<file path="src/common/operand_fetch_pkg.sv">
package operand_fetch_pkg;

	// ########################################
	// widths and sizes
	// ########################################

	localparam int data_width = 16;
	localparam int n_channels = 16;
	localparam int pending_width = 4;
	localparam int commit_id_width = 6;
	localparam int n_operands = 3; // a, b, c

	typedef logic signed [data_width - 1 : 0] data_t;
	typedef logic [$clog2(n_channels) - 1 : 0] chan_addr_t;

	// source codes when is_reg is set
	localparam logic [3 : 0] src_register_0 = 4'd0;
	localparam logic [3 : 0] src_register_1 = 4'd1;
	localparam logic [3 : 0] src_const_half = 4'd3;
	localparam logic [3 : 0] src_const_full = 4'd4;

	localparam data_t const_half = {2'b01, {(data_width - 2){1'b0}}};
	localparam data_t const_full = {1'b1, {(data_width - 1){1'b0}}};

	// ########################################
	// structs
	// ########################################

	typedef struct packed {
		logic [3 : 0] index; // channel number or source code
		logic is_reg;
		logic needed;
	} operand_src_t;

	typedef struct packed {
		logic [4 : 0] operation;
		chan_addr_t dest;
		logic writes_channel;
		operand_src_t [n_operands - 1 : 0] src;
		data_t register_0;
		data_t register_1;
	} instr_t;

	// args[k] holds a value once substage k has passed
	typedef struct packed {
		instr_t instr;
		data_t [n_operands - 1 : 0] args;
	} fetch_item_t;

	typedef struct packed {
		logic [4 : 0] operation;
		chan_addr_t dest;
		logic writes_channel;
		data_t [n_operands - 1 : 0] args;
		logic [commit_id_width - 1 : 0] commit_id;
	} fetched_t;

	typedef struct packed {
		logic enable;
		chan_addr_t addr;
		data_t value;
	} channel_write_t;

endpackage

</file>
<file path="src/verilog/skid_buffer.sv">
`timescale 1ns/1ps

module skid_buffer #(
	parameter type payload_t = logic
) (
	input logic clk,
	input logic reset,

	input logic in_valid,
	output logic in_ready,
	input payload_t in_payload,

	output logic out_valid,
	input logic out_ready,
	output payload_t out_payload
);

	logic skid_valid;
	payload_t skid_payload; // catches the item in flight when out_ready fell

	logic take_in;
	logic out_free;

	assign take_in = in_valid & in_ready;
	assign out_free = ~out_valid | out_ready;

	always_ff @(posedge clk) begin
		if (reset) begin
			out_valid <= 1'b0;
			skid_valid <= 1'b0;
			in_ready <= 1'b1;
		end else if (out_free) begin
			if (skid_valid) begin
				out_valid <= 1'b1; // drain skid entry first
				skid_valid <= 1'b0;
				in_ready <= 1'b1;
			end else begin
				out_valid <= take_in;
			end
		end else if (take_in) begin
			skid_valid <= 1'b1;
			in_ready <= 1'b0; // both entries full
		end
	end

	always_ff @(posedge clk) begin
		if (out_free) begin
			if (skid_valid)
				out_payload <= skid_payload;
			else if (take_in)
				out_payload <= in_payload;
		end else if (take_in) begin
			skid_payload <= in_payload;
		end
	end

endmodule

</file>
<file path="src/operand_fetch/channel_scoreboard.sv">
`timescale 1ns/1ps

module channel_scoreboard
	import operand_fetch_pkg::*;
(
	input logic clk,
	input logic reset,

	input channel_write_t channel_write,

	input logic issue, // a writer left this substage
	input chan_addr_t issue_dest,

	input chan_addr_t read_addr,
	output data_t read_value,
	output logic read_ready
);

	data_t values [n_channels];
	logic [pending_width - 1 : 0] pending [n_channels];

	logic [n_channels - 1 : 0] inc;
	logic [n_channels - 1 : 0] dec;
	logic write_hit;
	logic forward;

	// per channel count changes
	always_comb begin
		for (int i = 0; i < n_channels; i++) begin
			inc[i] = issue && (issue_dest == chan_addr_t'(i));
			dec[i] = channel_write.enable && (channel_write.addr == chan_addr_t'(i))
				&& (pending[i] != '0); // stray write leaves count at 0
		end
	end

	always_ff @(posedge clk) begin
		if (reset) begin
			for (int i = 0; i < n_channels; i++) begin
				values[i] <= '0;
				pending[i] <= '0;
			end
		end else begin
			if (channel_write.enable)
				values[channel_write.addr] <= channel_write.value;

			for (int i = 0; i < n_channels; i++) begin
				case ({inc[i], dec[i]})
					2'b10: pending[i] <= pending[i] + 1'b1;
					2'b01: pending[i] <= pending[i] - 1'b1;
					default: pending[i] <= pending[i]; // both or neither
				endcase
			end
		end
	end

	// ########################################
	// operand read
	// ########################################

	assign write_hit = channel_write.enable && (channel_write.addr == read_addr);

	// last outstanding write lands right now
	assign forward = write_hit && (pending[read_addr] == pending_width'(1));

	assign read_ready = (pending[read_addr] == '0) || forward;
	assign read_value = forward ? channel_write.value : values[read_addr];

endmodule

</file>
<file path="src/operand_fetch/fetch_substage.sv">
`timescale 1ns/1ps

module fetch_substage
	import operand_fetch_pkg::*;
#(
	parameter int operand_index = 0
) (
	input logic clk,
	input logic reset,

	input logic in_valid,
	output logic in_ready,
	input fetch_item_t in_item,

	output logic out_valid,
	input logic out_ready,
	output fetch_item_t out_item,

	input channel_write_t channel_write
);

	logic busy;
	fetch_item_t held_item; // item waiting on its channel
	fetch_item_t live_item;
	fetch_item_t resolved_item;

	operand_src_t src;
	data_t operand;
	logic operand_ready;

	data_t read_value;
	logic read_ready;

	logic take_in;
	logic new_ok;
	logic held_ok;
	logic load_out;
	logic issue;

	assign in_ready = ~busy & (~out_valid | out_ready);
	assign take_in = in_valid & in_ready;

	assign live_item = busy ? held_item : in_item;
	assign src = live_item.instr.src[operand_index];

	// ########################################
	// operand resolve
	// ########################################

	always_comb begin
		operand = '0;
		operand_ready = 1'b1;
		if (src.needed) begin
			if (src.is_reg) begin
				case (src.index)
					src_register_0: operand = live_item.instr.register_0;
					src_register_1: operand = live_item.instr.register_1;
					src_const_half: operand = const_half;
					src_const_full: operand = const_full;
					default: operand = '0;
				endcase
			end else begin
				operand = read_value;
				operand_ready = read_ready; // stall on pending channel write
			end
		end
	end

	always_comb begin
		resolved_item = live_item;
		resolved_item.args[operand_index] = operand;
	end

	channel_scoreboard u_scoreboard (
		.clk(clk),
		.reset(reset),
		.channel_write(channel_write),
		.issue(issue),
		.issue_dest(live_item.instr.dest),
		.read_addr(src.index),
		.read_value(read_value),
		.read_ready(read_ready)
	);

	// ########################################
	// control
	// ########################################

	assign new_ok = ~busy & take_in & operand_ready;
	assign held_ok = busy & operand_ready & (~out_valid | out_ready);
	assign load_out = new_ok | held_ok;

	// writer counted as it is registered, so the next item already sees it
	assign issue = load_out & live_item.instr.writes_channel;

	always_ff @(posedge clk) begin
		if (reset) begin
			busy <= 1'b0;
			out_valid <= 1'b0;
		end else begin
			if (load_out)
				out_valid <= 1'b1;
			else if (out_ready)
				out_valid <= 1'b0;

			if (take_in & ~operand_ready)
				busy <= 1'b1;
			else if (held_ok)
				busy <= 1'b0; // retried and resolved
		end
	end

	always_ff @(posedge clk) begin
		if (take_in & ~operand_ready)
			held_item <= in_item;
		if (load_out)
			out_item <= resolved_item;
	end

endmodule

</file>
<file path="src/operand_fetch/operand_fetch_stage.sv">
`timescale 1ns/1ps

module operand_fetch_stage
	import operand_fetch_pkg::*;
(
	input logic clk,
	input logic reset,

	input logic in_valid,
	output logic in_ready,
	input instr_t instr,

	output logic out_valid,
	input logic out_ready,
	output fetched_t result,

	input channel_write_t channel_write
);

	// chain slot k feeds substage k, the last slot feeds the skid buffer
	fetch_item_t items [n_operands + 1];
	logic valid [n_operands + 1];
	logic ready [n_operands + 1];

	logic [commit_id_width - 1 : 0] commit_count;
	logic handoff;
	fetched_t skid_in;

	assign items[0] = '{instr: instr, args: '0};
	assign valid[0] = in_valid;
	assign in_ready = ready[0];

	// ########################################
	// substages a, b, c
	// ########################################

	for (genvar k = 0; k < n_operands; k++) begin : g_fetch
		fetch_substage #(.operand_index(k)) u_substage (
			.clk(clk),
			.reset(reset),
			.in_valid(valid[k]),
			.in_ready(ready[k]),
			.in_item(items[k]),
			.out_valid(valid[k + 1]),
			.out_ready(ready[k + 1]),
			.out_item(items[k + 1]),
			.channel_write(channel_write)
		);
	end

	// ########################################
	// commit tag and output
	// ########################################

	assign handoff = valid[n_operands] & ready[n_operands];

	always_ff @(posedge clk) begin
		if (reset)
			commit_count <= '0;
		else if (handoff && items[n_operands].instr.writes_channel)
			commit_count <= commit_count + 1'b1; // only writers advance it
	end

	always_comb begin
		skid_in.operation = items[n_operands].instr.operation;
		skid_in.dest = items[n_operands].instr.dest;
		skid_in.writes_channel = items[n_operands].instr.writes_channel;
		skid_in.args = items[n_operands].args;
		skid_in.commit_id = commit_count;
	end

	skid_buffer #(.payload_t(fetched_t)) u_skid (
		.clk(clk),
		.reset(reset),
		.in_valid(valid[n_operands]),
		.in_ready(ready[n_operands]),
		.in_payload(skid_in),
		.out_valid(out_valid),
		.out_ready(out_ready),
		.out_payload(result)
	);

endmodule

</file>
<file path="config.mk">
export PLATFORM = sky130hd
export DESIGN_NAME = operand_fetch_stage
export DESIGN_NICKNAME = d
export VERILOG_FILES = /design/src/common/operand_fetch_pkg.sv /design/src/verilog/skid_buffer.sv /design/src/operand_fetch/channel_scoreboard.sv /design/src/operand_fetch/fetch_substage.sv /design/src/operand_fetch/operand_fetch_stage.sv
export SDC_FILE = /design/constraint.sdc
export NUM_CORES = 2
export LEC_CHECK = 0
export ABC_AREA = 1
export BUFFER_PORTS_ARGS = -buffer_cell sky130_fd_sc_hd__buf_2
export CAP_MARGIN = 40
export CORE_UTILIZATION = 46
export CTS_CLUSTER_DIAMETER = 50
export DETAILED_ROUTE_END_ITERATION = 12
export SYNTH_ARGS = -nofsm -noshare
export SYNTH_HDL_FRONTEND = slang
export SYNTH_SLANG_ARGS = --single-unit
</file>
<file path="constraint.sdc">
create_clock -name clk -period 5.5 [get_ports clk]
set_input_delay 1.1 -clock clk [delete_from_list [all_inputs] [get_ports clk]]
set_output_delay 1.1 -clock clk [all_outputs]
set_load 0.01 [all_outputs]
</file>
==> results by group <==
STA
  – Fin crit period: roughly 4.8 ns
  – RSZ-0062 raised after global routing: no
  – Final Cycle Share: between 80 and 90%
  – Fin Setup TNS: 0 ns
  – Worst setup margin: ~0.70 ns
  – Fin. Hold Viols: 0
  – Rel. slew slack: between 30% and 40%
  – FMAX: 208.4 MHz
  – Final slew viol count: 0
  – Final Skew: roughly 0.032 ns
  – Finish-stage setup viols: 0
  – Worst slew pin tran: 0.9208 ns

Setup path
  – Worst path buffer plus inverter count: 3
  – Worst-path cell chain: inv_2 > nand2_4 > nand2_8 > nand2_4 > inv_2 > nand2_1 > nand3_1 > nand2_1 > nand2_1 > nor2_2 > nand3_2 > a21oi_4 > nand3_1 > ha_1 > nand2_1 > nand2_1 > nand2_1 > inv_1 > ha_1 > or2_2 > xor2_1 > nor2_1
  – Register-to-register setup slack: around 0.7 ns
  – CP arrival: approximately 5.3 ns
  – Launching point of the worst reg2reg path: g_fetch[1].u_substage.busy$_SDFFE_PP0P_
  – Worst path most repeated cell: nand2_1
  – Worst r2r path cells: 22
  – Critical Path Source Type: flop
  – Slowest stage cell, crit path: dfxtp_2
  – Crit-path max cell delay: about 0.66 ns
  – Critical-path maximum fanout: 58
  – Type of the worst setup path: reg -> reg
  – CP delay by family, top: simple AND/OR/NAND/NOR gates
  – Critical Path RT: approximately 6.0 ns
  – Worst Setup End Kind: flop

CTS
  – Post-CTS setup buffers: 0
  – Clock Latency Late Sink: around 0.76 ns
  – Clock Tree Buf Depth: 3
  – Post-CTS resize count: 0
  – CTS sink count: slightly above 1000
  – H-tree depth: 4
  – Reg clk slew, reported paths: approximately 0.06 ns
  – CTS Root Cell: clkbuf_16
  – CTS tree: yes
  – CTS Hold Bufs: 0
  – CTS Buf Count: between 100 and 150

Placement
  – Post-detail-place hpwl: around 110 mm
  – Post-place setup slack: 0.7638 ns
  – Port bufs: 150
  – Placer Congestion: between 0.9 and 1

Floorplanning
  – Die area: about 120000 um2
  – Ports: 151
  – CORE AREA: between 100000 and 150000 um2
  – Die Span Y: 348.2 um
  – Num rows: approximately 130
  – Die width: roughly 350 um
  – Initial Utilization: approximately 47%

Drt
  – Routed WL per cell: about 21 um
  – Iter 0 DRT Violations: 4795
  – # DRC: 0
  – Pre-Repair DR Iteration Count: 6
  – Drt via density: 5.557
  – DRT Wirelength: ~170 mm
  – DR vias: roughly 44000
  – Routed Antenna Nets: 0

Run
  – Max-cap violation count: 0

Synthesis
  – Yosys top cell area share: 54.15%
  – Post-Syn Instances: approximately 6200
  – Syn avg cell area: about 8.9 um2
  – Synth cell types: 57
  – Post-synth EDFFs: a little under 1000
  – Mapped cell area: between 50000 and 60000 um2
  – Primary FF master, synth: edfxtp_1
  – Synthesis-stage register bit count: slightly above 1000
  – Yosys warning count: 0
  – Synth top area cells: edfxtp_1 (54%), nand2_1 (12%), nor2_1 (5.2%)
  – Post-synthesis sequential area ratio: around 55%
  – Post-synthesis net count: roughly 6400
  – Asr flop ratio synth: 0%
  – Synth area leader: edfxtp_1

Power and ir drop
  – PD cells: about 320 nW/um2
  – Pleak: approximately 26 nW
  – Worst vdd ir: 323.0 uV

Layout
  – Layout cell share with drive strength beyond 1: a little over 10%
  – Area growth from synthesis to layout: 12.86%
  – Fillers: roughly 11000
  – Final nets: 6535

GRT
  – Total GRT Usage: around 28%
  – Initial antenna violation count: 6
  – Remaining Overflow, GRT: 0
  – Vias in the first global route: 41920
  – Largest net degree at the start of global routing: 104
  – First-pass GRT wire length: roughly 250 mm

Status
  – Status: complete, no violations

Min path
  – HP Start: g_fetch[1].u_substage.out_item[104]$_DFFE_PP_
  – Min-delay worst type: reg -> reg
  – Hold Path Sink: g_fetch[2].u_substage.held_item[104]$_DFFE_PP_
  – Worst hold path stage count: 0
==> final cells by class <==
type / instances / area [um2] / share of cell area, %
inverter: 783 / 2944 / 4.732
antenna: 1 / 2.502 / 0.004023
clock buffer: 164 / 3551 / 5.708
tap: 1600 / 2002 / 3.218
sequential: 1009 / 30150 / 48.47
multi-input combinational: 4104 / 20810 / 33.45
timing repair buffer: 270 / 1923 / 3.091
clock inverter: 75 / 827.0 / 1.329
==> registers in the layout (all words and copies together), names as in the netlist <==
register                                 flops
commit_count                                 6
g_fetch.u_substage.busy                      3
g_fetch.u_substage.out_item                208
g_fetch.u_substage.u_scoreboard.pending    192
u_skid.in_ready                              1
u_skid.out_payload                          64
u_skid.skid_payload                         64
g_fetch.u_substage.held_item               210
u_skid.skid_valid                            1
g_fetch.u_substage.u_scoreboard.values     256
g_fetch.u_substage.out_valid                 3
u_skid.out_valid                             1
==> layout by cell type, fill, tap and decap left out, types with 18 or more instances in the layout <==
master | Yosys | routed
o31ai_1 | 59 | 59
nor2_1 | 769 | 766
clkinv_1 | 17 | 40
a21oi_1 | 148 | 148
or2_2 | 58 | 58
nor3_1 | 19 | 19
o21ai_0 | 282 | 282
inv_1 | 733 | 725
o221ai_1 | 112 | 112
inv_2 | 33 | 38
xor2_1 | 90 | 90
nand2_1 | 1722 | 1720
xnor2_1 | 37 | 37
o211ai_1 | 95 | 95
ha_1 | 148 | 148
a22o_1 | 46 | 46
o2111ai_1 | 29 | 29
buf_4 | 11 | 96
a31oi_1 | 39 | 39
clkbuf_1 | 163 | 26
nand2_2 | 18 | 18
buf_2 | 64 | 149
clkbuf_16 | 0 | 138
nand4_1 | 21 | 21
edfxtp_1 | 994 | 994
nand3_1 | 284 | 284
==> report_power, final <==
part	switching [mW]	total, mW	internal (mW)
Sequential	0.227	9.12	8.89
Combinational	1.64	2.28	0.647
Clock	3.38	8.64	5.26
Total	5.24	20.0	14.8
==> synth_stat cells, drive strengths merged (29+ instances only) <==
master / instances
nor2: 800
o2111ai: 29
buf: 126
xnor2: 37
inv: 766
clkbuf: 163
or2: 58
ha: 148
o221ai: 112
o31ai: 59
xor2: 90
o211ai: 95
a22o: 46
a21oi: 151
nand3: 294
edfxtp: 994
nand2: 1748
a31oi: 39
o21ai: 292
==> logic make-up (layout without fill, tap and decap cells) <==
group | Yosys count | after routing | share of synthesized area (%)
compound gates | 867 | 867 | 10.28
mux | 1 | 1 | 0.01816
buf+inv | 1072 | 1292 | 7.677
other cells | 0 | 1 | 0
fa+ha+maj | 148 | 148 | 3.359
simple gates | 2961 | 2961 | 21.96
xor+xnor | 127 | 127 | 2.018
flops | 1009 | 1009 | 54.70
==> worst max path at each step <==
stage | end | cells after the start | startpoint | slack (ns)
2_1_floorplan | u_skid.in_ready$_SDFFE_PP1P_ | 4 | out_ready | 0.96
3_3_place_gp | flop | 17 | g_fetch[1].u_substage.busy$_SDFFE_PP0P_ | 0.81
3_5_place_dp | flop | 24 | instr[35] | 0.76
4_1_cts | flop | 22 | g_fetch[1].u_substage.busy$_SDFFE_PP0P_ | 0.78
5_1_grt | flop | 22 | g_fetch[1].u_substage.busy$_SDFFE_PP0P_ | 0.40
6_report | flop | 22 | g_fetch[1].u_substage.busy$_SDFFE_PP0P_ | 0.70
==> metrics by stage <==
step	instance area, um2	utilization (%)	total power, mW	instances	hold slack [ns]
6_report	62210	52.54	20.04	8006	0.4414
5_1_grt	62210	52.54	20.69	8006	0.4400
4_1_cts	62210	52.54	20.10	8005	0.4402
3_5_place_dp	57830	48.84	11.48	7766	0.4325
3_3_place_gp	57450	48.52	11.43	7743	0.4314
2_1_floorplan	55120	-	10.64	6185	0.4207
==> routing by layer <==
layer  routed length (um)  share of wire (%)  GRT usage (%)
met1                71360                 42          38.02
met4                 6294                3.7          10.56
met5                   44              0.026              0
met2                73980                 44          42.01
met3                16920                 10          6.646
No activity file was read; power rests on OpenSTA's default activity.
